$ cat src/design/riscv_pkg.sv
`default_nettype none

package riscv_pkg;

    localparam int XLEN      = 32;
    localparam int MEM_WORDS = 256;  // 1 KiB unified memory
    localparam int MEM_AW    = 8;

    // Major opcodes
    localparam logic [6:0] OPC_LOAD   = 7'b0000011;
    localparam logic [6:0] OPC_OP_IMM = 7'b0010011;
    localparam logic [6:0] OPC_STORE  = 7'b0100011;
    localparam logic [6:0] OPC_OP     = 7'b0110011;
    localparam logic [6:0] OPC_BRANCH = 7'b1100011;
    localparam logic [6:0] OPC_JAL    = 7'b1101111;
    localparam logic [6:0] OPC_JALR   = 7'b1100111;
    localparam logic [6:0] OPC_LUI    = 7'b0110111;
    localparam logic [6:0] OPC_AUIPC  = 7'b0010111;

    // Immediate formats
    localparam logic [2:0] IMM_I     = 3'b000;
    localparam logic [2:0] IMM_S     = 3'b001;
    localparam logic [2:0] IMM_B     = 3'b010;
    localparam logic [2:0] IMM_U     = 3'b011;
    localparam logic [2:0] IMM_J     = 3'b100;
    localparam logic [2:0] IMM_SHAMT = 3'b101;

    localparam logic [1:0] ALUOP_ADD    = 2'b00;
    localparam logic [1:0] ALUOP_BRANCH = 2'b01;
    localparam logic [1:0] ALUOP_FUNCT  = 2'b10;
    localparam logic [1:0] ALUOP_PASS_B = 2'b11;

    // Write-back source
    localparam logic [1:0] RES_ALU = 2'b00;
    localparam logic [1:0] RES_MEM = 2'b01;
    localparam logic [1:0] RES_PC4 = 2'b10;

    // Arbiter slots, lowest index wins
    localparam int REQ_LOADER = 0;
    localparam int REQ_DATA   = 1;
    localparam int REQ_FETCH  = 2;

endpackage

`default_nettype wire

$ cat src/design/mem_arbiter.sv
`default_nettype none

module mem_arbiter (
    input  logic            clk_i,
    input  logic            reset_i,
    input  logic [2:0]      req_i,
    input  logic [2:0]      we_i,
    input  logic [2:0][3:0] be_i,
    input  logic [2:0][31:0] addr_i,
    input  logic [2:0][31:0] wdata_i,
    output logic [2:0]      gnt_o,
    output logic [2:0]      rvalid_o,
    output logic [31:0]     rdata_o,
    output logic            mem_en_o,
    output logic            mem_we_o,
    output logic [3:0]      mem_be_o,
    output logic [7:0]      mem_idx_o,
    output logic [31:0]     mem_wdata_o,
    input  logic [31:0]     mem_rdata_i
);

    logic [1:0] sel;
    logic [2:0] rd_pend_q;  // Read granted last cycle, one bit per requester

    // Fixed priority, loader first and fetch last
    always_comb begin
        gnt_o = 3'b000;
        sel   = 2'(riscv_pkg::REQ_FETCH);
        if (req_i[riscv_pkg::REQ_LOADER]) begin
            gnt_o[riscv_pkg::REQ_LOADER] = 1'b1;
            sel = 2'(riscv_pkg::REQ_LOADER);
        end else if (req_i[riscv_pkg::REQ_DATA]) begin
            gnt_o[riscv_pkg::REQ_DATA] = 1'b1;
            sel = 2'(riscv_pkg::REQ_DATA);
        end else if (req_i[riscv_pkg::REQ_FETCH]) begin
            gnt_o[riscv_pkg::REQ_FETCH] = 1'b1;
        end
    end

    assign mem_en_o    = |req_i;
    assign mem_we_o    = we_i[sel];
    assign mem_be_o    = be_i[sel];
    assign mem_idx_o   = addr_i[sel][riscv_pkg::MEM_AW+1:2];  // Byte to word address
    assign mem_wdata_o = wdata_i[sel];

    always_ff @(posedge clk_i) begin
        if (reset_i) begin
            rd_pend_q <= 3'b000;
        end else begin
            rd_pend_q <= gnt_o & ~we_i;
        end
    end

    assign rvalid_o = rd_pend_q;
    assign rdata_o  = mem_rdata_i;  // Shared, qualified by rvalid

    a_gnt_onehot: assert property (@(posedge clk_i) disable iff (reset_i) $onehot0(gnt_o));

endmodule

`default_nettype wire

$ cat config.mk
export PLATFORM = sky130hd
export DESIGN_NAME = mem_arbiter
export DESIGN_NICKNAME = d
export VERILOG_FILES = /design/src/design/riscv_pkg.sv /design/src/design/mem_arbiter.sv
export SDC_FILE = /design/constraint.sdc
export NUM_CORES = 1
export LEC_CHECK = 0
export BUFFER_PORTS_ARGS = -buffer_cell sky130_fd_sc_hd__buf_4
export CORE_AREA = 3 3 126 128
export DETAILED_ROUTE_END_ITERATION = 16
export DIE_AREA = 0 0 129 131
export PLACE_DENSITY = 0.43
export SLEW_MARGIN = 40
export SYNTH_ARGS = -nofsm -noshare
export SYNTH_HDL_FRONTEND = slang
export SYNTH_SLANG_ARGS = --single-unit
$ cat constraint.sdc
create_clock -name clk_i -period 1.05 [get_ports clk_i]
set_input_delay 0.21 -clock clk_i [delete_from_list [all_inputs] [get_ports clk_i]]
set_output_delay 0.21 -clock clk_i [all_outputs]
set_load 0.01 [all_outputs]
# After elaboration in Yosys (flattened, before gate mapping)
# Cells that the tools add are included.
# op_classes
add_sub_neg	0
mul	0
n_div	0
order_cmp	1
n_eq_ne	0
shift	0
n_mux	15
bitwise	2
n_reduce_logical	1
# ops
op	count
32-bit binary-select mux with 2-bit select	2
32-bit 2-to-1 mux	1
10-bit 2-to-1 mux	1
4-bit binary-select mux with 2-bit select	1
2-bit 2-to-1 mux	3
1-bit 2-to-1 mux	5
4-bit 2-to-1 mux	1
3-bit AND	1
2-bit by 3-bit less-than comparator with 1-bit output, second input constant	1
3-bit inverter	1
3-bit OR reduction	1
1-bit binary-select mux with 2-bit select	1
# totals
regBits	3
latchBits	0
ramBits	0
rom_bits	0
inputBits	244
out_inout_bits	84
word_cells	20
n_memories	0

# Depth between registers and ports, before layout
# Gate-level depths: netlist of the first run.
# depth
ltp_word	4
depth_mapped	4
depth_no_buf	2

# Worst setup path before layout of the first run
# No wires, ideal clock.
# synth_path
path_kind	input to output
start	input port req_i[0]
end	output port mem_idx_o[5]
arrival_time_ns	0.839
required_time_ns	0.840
setup_slack_ns	0.001
cell_stages	4
n_path_buf	2
path_cell_list	buf_2 > buf_1 > nand2_1 > o21ai_1
# synth_between
elab_chain_len	3
# synth_rtl
element	line_no	source
start, declared	mem_arbiter.sv:6	input logic [2:0] req_i,
2-bit 2-to-1 mux	mem_arbiter.sv:29	if (req_i[riscv_pkg::REQ_LOADER]) begin
32-bit binary-select mux with 2-bit select	mem_arbiter.sv:43	assign mem_idx_o = addr_i[sel][riscv_pkg::MEM_AW+1:2];
10-bit 2-to-1 mux (implied by the code)	mem_arbiter.sv:43	
end, declared	mem_arbiter.sv:17	output logic [7:0] mem_idx_o,
# Every way passes these cells. The select of a mux whose other input is x is not followed.

# Worst setup path after layout of the first run
# layout_path
start	input port req_i[1]
end	output port mem_we_o
# layout_between
elab_chain_len	4
# layout_rtl
element	line_no	source
2-bit 2-to-1 mux	mem_arbiter.sv:32	end else if (req_i[riscv_pkg::REQ_DATA]) begin
2-bit 2-to-1 mux	mem_arbiter.sv:29	
1-bit binary-select mux with 2-bit select	mem_arbiter.sv:41	assign mem_we_o = we_i[sel];
1-bit 2-to-1 mux (implied by the code)	mem_arbiter.sv:41	
end, declared	mem_arbiter.sv:15	output logic mem_we_o,
# Every way passes these cells. The select of a mux whose other input is x is not followed.

==> results.yml, run 1 <==
global_routing:
  grt_pass1_wl_mm: 9.58
  grt.total_usage: 0.0703
  grt_overflow_total: 0
  grt_max_degree: 24
  first_global_vias: 1997
  antenna_found_initial: 0
synth:
  synth_top_family_by_area: "multiplexers"
  yosys.area_share.simple: 0.168
  synth-compound-area-share: 0.165
  yosysSeqAreaShare: 0.0449
  synth_top_area_cell: "mux2i_1"
  muxShareOfSynthArea: 0.346
  synthTopCellsByArea: "mux2i_1 (33%), buf_4 (19%), o21ai_1 (16%)"
  synth_seq_cells: 3
  synth_top_area_share: 0.330
  yosys.cell_types.count: 16
  synth_xor_area_frac: 0
  avgSynthCellArea_um2: 7.00
  syn-instance-count: 191
  synthAdderAreaFrac: 0
  syn-cell-area_um2: 1340
  ys_warn_count: 0
  syn-num-nets: 435
outcome:
  violations: "negative setup slack"
  status: "complete, but fails checks"
cts:
  numCtsBuffers: 3
  clkSinkCount: 3
  clockRootBuffer: "clkbuf_16"
  cts_tree: "yes"
  cts.clk_slew.worst_paths_ns: 0.03
  ctsLongestPathBuffers: 2
  ctsHoldBuffers: 0
  htree_levels: 1
setup_path:
  crit_path_start_kind: "input port"
  critPathCaptureType: "primary output"
  critPathKind: "input port to primary output"
  crit_required_ns: 0.84
  worst_ep_arrival_time_ns: 1.02
  critical_path.max_fanout: 5
detailed_routing:
  postRouteAntennaNets: 0
  wl_mm: 7.11
  drc: 0
  first_iter_violations: 17
  vias: 2022
  viasPerCell: 3.59
  wl_per_cell_um: 12.6
  drt_first_pass_iters: 2
floorplan:
  ioPinCount: 328
  dieArea_um2: 16900
  core_area_um2: 15000
  start_util: 0.0892
  chipWidth_um: 129
  fp.dieH_um: 131
  row_count: 45
hold_path:
  hold_depth: 2
  hold_path.class: "input port to register"
job:
  cap_viol_max_count: 0
sta:
  relSlewSlack: 0.875
  rsz0062_at_grt: "true"
  setup_slack_ns: -0.182
  setup_viol: 48
  worstMarginPinSlew_ns: 0.182
  slew_violations: 0
  period_share: 1.17
  fmax_ghz: 0.812
  hold_viol: 0
  period_minus_slack_ns: 1.23
placed_design:
  numPortBuffers: 191
  dpl_cell_area_um2: 2850
  gp_congestion: 0.828
  hpwlAfterDp_mm: 5.46
layout:
  final_common_cell: "buf_4"
  finalNetCount: 620
  utilization: 0.219
  final_cell_mix: "buf_4 (200), nand2_1 (44), o21ai_1 (43), mux2i_1 (38), buf_6 (16)"
  layout-drive-gt1-share: 0.651
  diodes: 0
  postLayoutCellArea_um2: 3280
  largest_reg_flops: 3
  area_growth_pct: 145
power_and_ir_drop:
  power_density_nw_per_um2: 628
  vdd_drop_max_v: 0.000983
  leakage_nw: 1.70
## final cells by class
cell class / count / area (um^2)
fillers: 1682 / 11700
multi-input cells: 140 / 955
repair buffers: 228 / 1950
well taps: 188 / 235
clock buffers: 4 / 78.8
flip-flops and latches: 3 / 60.1
## metal layers
metal / part of all wire / global-route usage
met1: 0.36 / 0.0713
met2: 0.53 / 0.142
met3: 0.089 / 0.0138
met4: 0.023 / 0.0235
met5: 0 / 0
## synth_stat cells
cell type	count
buf_4	34
nor3b_2	3
nor3b_1	1
buf_1	4
buf_2	4
mux2_1	1
o21ai_1	44
buf_6	1
clkbuf_1	2
dfxtp_1	3
and2b_1	1
buf_12	3
nand2_1	44
mux2_2	1
mux2i_1	44
or3_1	1
## worst max-delay path, stage by stage
cell    delay, ns
buf_12       0.12
mux2_4       0.29
mux2_4       0.27
buf_6        0.12
## timing repair
action,4_1_cts,5_1_grt
gates resized for setup,12,21
buffers inserted,12,2
gates cloned,2,2
endpoints found under the hold margin,0,0
pin swaps,1,13
endpoints found under the setup margin,48,49
## report_power, final
group | leakage, nW | switching (W) | internal (W)
combinational | 1.64 | 0.000486 | 0.000854
sequential | 0.0244 | 0.000000963 | 0.000118
clock | 0.0382 | 0.0000991 | 0.000501
## kinds of logic (layout without fill, tap and decap cells)
family / after synthesis / after routing
buffers and inverters: 48 / 232
DFF: 3 / 3
and+or+nand+nor: 50 / 50
muxes: 46 / 46
AOI/OAI and AO/OA: 44 / 44
## per-stage QoR
| step | setup slack (ns) | instances | setup TNS [ns] | hold WS [ns] | power [W] |
|---|---|---|---|---|---|
| after global placement | -0.211 | 541 | -7.38 | 0.385 | 0.00130 |
| after global routing | -0.241 | 563 | -8.63 | 0.171 | 0.00219 |
| final | -0.182 | 563 | -6.27 | 0.157 | 0.00206 |
| after CTS | -0.175 | 559 | -6.36 | 0.154 | 0.00202 |
| after floorplan | 0.000833 | 191 | 0 | 0.279 | 0.000679 |
| after detailed placement | -0.242 | 541 | -8.01 | 0.385 | 0.00131 |
## final timing paths
kind | startpoint | end | slack (ns)
worst max-delay path | req_i[1] | mem_we_o | -0.18
worst min-delay path | we_i[0] | rvalid_o[0]$_SDFF_PP0_ | 0.16
(Power assumes the default switching activity.)
==> inputs of run 2 (changes only) <==
--- a/constraint.sdc
+++ b/constraint.sdc
@@ -3,2 +3,2 @@
 set_output_delay 0.21 -clock clk_i [all_outputs]
-set_load 0.01 [all_outputs]
+set_load 0.1 [all_outputs]
==> run 2 against run 1 <==
Net effect:
- worst setup slack worse by 0.073 ns
- flip-flop and latch count did not move
- via count up 1.3%
- the run still ends with negative setup slack left
- total power up 98%
- cell count is 2.3% lower
- first-iteration DRC count decreased by 5.9%
- largest cell class unchanged
- critical path type unchanged
==> results.yml, run 2 (synthesis results as in run 1) <==
sta:
  setup_slack_ns: -0.255
  period_share: 1.24
  fmax_ghz: 0.766
  relSlewSlack: 0.802
  period_minus_slack_ns: 1.30
  setup-tns-final_ns: -8.77
  slew_violations: 0
  holdWs_ns: 0.154
  setup_viol: 48
  hold_viol: 0
  worstMarginPinSlew_ns: 0.300
  rsz0062_at_grt: "true"
detailed_routing:
  vias: 2048
  viasPerCell: 3.72
  wl_mm: 8.07
  first_iter_violations: 16
  wl_per_cell_um: 14.7
  postRouteAntennaNets: 0
  drc: 0
  drt_first_pass_iters: 4
power_and_ir_drop:
  p_comb_frac: 0.824
  p_int_w: 0.00204
  total_power_w: 0.00408
  vdd_drop_max_v: 0.000414
  leakage_nw: 1.89
  switching_share: 0.499
  power_density_nw_per_um2: 897
  power_switching_w: 0.00204
  clkPwrFrac: 0.146
  pwr-share-seq: 0.029
cts:
  numCtsBuffers: 3
  cts.clk_slew.worst_paths_ns: 0.03
  clockRootBuffer: "clkbuf_16"
  cts_tree: "yes"
  htree_levels: 1
  ctsLongestPathBuffers: 2
  ctsHoldBuffers: 0
  clkSinkCount: 3
layout:
  finalNetCount: 607
  final_common_cell: "buf_4"
  diodes: 0
  layout-drive-gt1-share: 0.870
  area_growth_pct: 241
  largest_reg_flops: 3
  stdcell_count: 550
  fill_cells: 1541
  final_cell_mix: "buf_4 (147), nand2_1 (44), o21ai_4 (44), buf_12 (43), mux2i_4 (24)"
setup_path:
  crit_start: "req_i[1]"
  crit_path_start_kind: "input port"
  crit_required_ns: 0.84
  critPathCaptureType: "primary output"
  critPathKind: "input port to primary output"
  crit_path_end: "mem_we_o"
  worst_ep_arrival_time_ns: 1.09
  critical_path.max_fanout: 7
outcome:
  violations: "negative setup slack"
  status: "complete, but fails checks"
floorplan:
  core_area_um2: 15000
  start_util: 0.0892
  ioPinCount: 328
  dieArea_um2: 16900
  chipWidth_um: 129
  row_count: 45
  fp.dieH_um: 131
global_routing:
  first_global_vias: 2255
  grt_overflow_total: 0
  grt.total_usage: 0.0886
  antenna_found_initial: 0
  grt_max_degree: 16
  grt_pass1_wl_mm: 11.7
placed_design:
  dp.cells: 539
  gp_congestion: 0.704
  numPortBuffers: 191
  hpwlAfterDp_mm: 6.22
job:
  cap_viol_max_count: 0
hold_path:
  hold_path.class: "input port to register"
  hp-start: "we_i[0]"
run 2: changes by cell type in the layout (fill, tap and decap cells not counted), sizes merged:
cell    previous run  this run
buf              225       215
clkbuf             6         4
bufbuf             1         0
run 2: metal layers:
metal,wire (um),vias up,GRT usage
met4,145,0,0.0327
li1,-,975,-
met5,0,-,0
met1,2560,924,0.0880
met3,943,14,0.0301
met2,4420,135,0.170
run 2: layout make-up:
cell class / instances / area, um^2 / area share
Clock buffer: 4 / 78.8 / 0.0173
Multi-Input combinational cell: 140 / 1800 / 0.395
Sequential cell: 3 / 62.6 / 0.0137
Tap cell: 188 / 235 / 0.0517
Timing Repair Buffer: 215 / 2380 / 0.522
run 2: per-stage QoR:
stage | area [um^2] | util | setup WS [ns]
after floorplan | 1880 | - | -0.495
after global placement | 3350 | 0.224 | -0.408
after detailed placement | 3350 | 0.224 | -0.467
after CTS | 4510 | 0.301 | -0.266
after global routing | 4550 | 0.304 | -0.277
final | 4550 | 0.304 | -0.255
run 2: how the worst min path moves through the flow:
stage                                   endpoint  slack (ns)  cells after the start
final                     rvalid_o[0]$_SDFF_PP0_        0.15                      2
after global routing      rvalid_o[0]$_SDFF_PP0_        0.15                      2
after CTS                 rvalid_o[1]$_SDFF_PP0_        0.15                      2
after detailed placement  rvalid_o[1]$_SDFF_PP0_        0.38                      2
after global placement    rvalid_o[0]$_SDFF_PP0_        0.38                      2
after floorplan           rvalid_o[1]$_SDFF_PP0_        0.27                      1
run 2: worst max-delay path, stage by stage:
cell and delay (ns):
buf_16 0.13, mux2_4 0.30, mux2_4 0.28, buf_12 0.17
run 2: power by group through the flow:
stage          clock network [W]  registers, W  logic, W
6_report                0.000597      0.000120   0.00337
5_1_grt                 0.000623      0.000120   0.00349
4_1_cts                 0.000611      0.000120   0.00337
3_5_place_dp                   0      0.000121   0.00262
3_3_place_gp                   0      0.000121   0.00261
2_1_floorplan                  0      0.000144   0.00242
run 2: what timing repair did:
action | CTS | global route
pin swaps | 22 | 3
endpoints found under the setup margin | 48 | 50
gates cloned | 5 | 0
buffers inserted | 1 | 1
resized for setup | 211 | 6
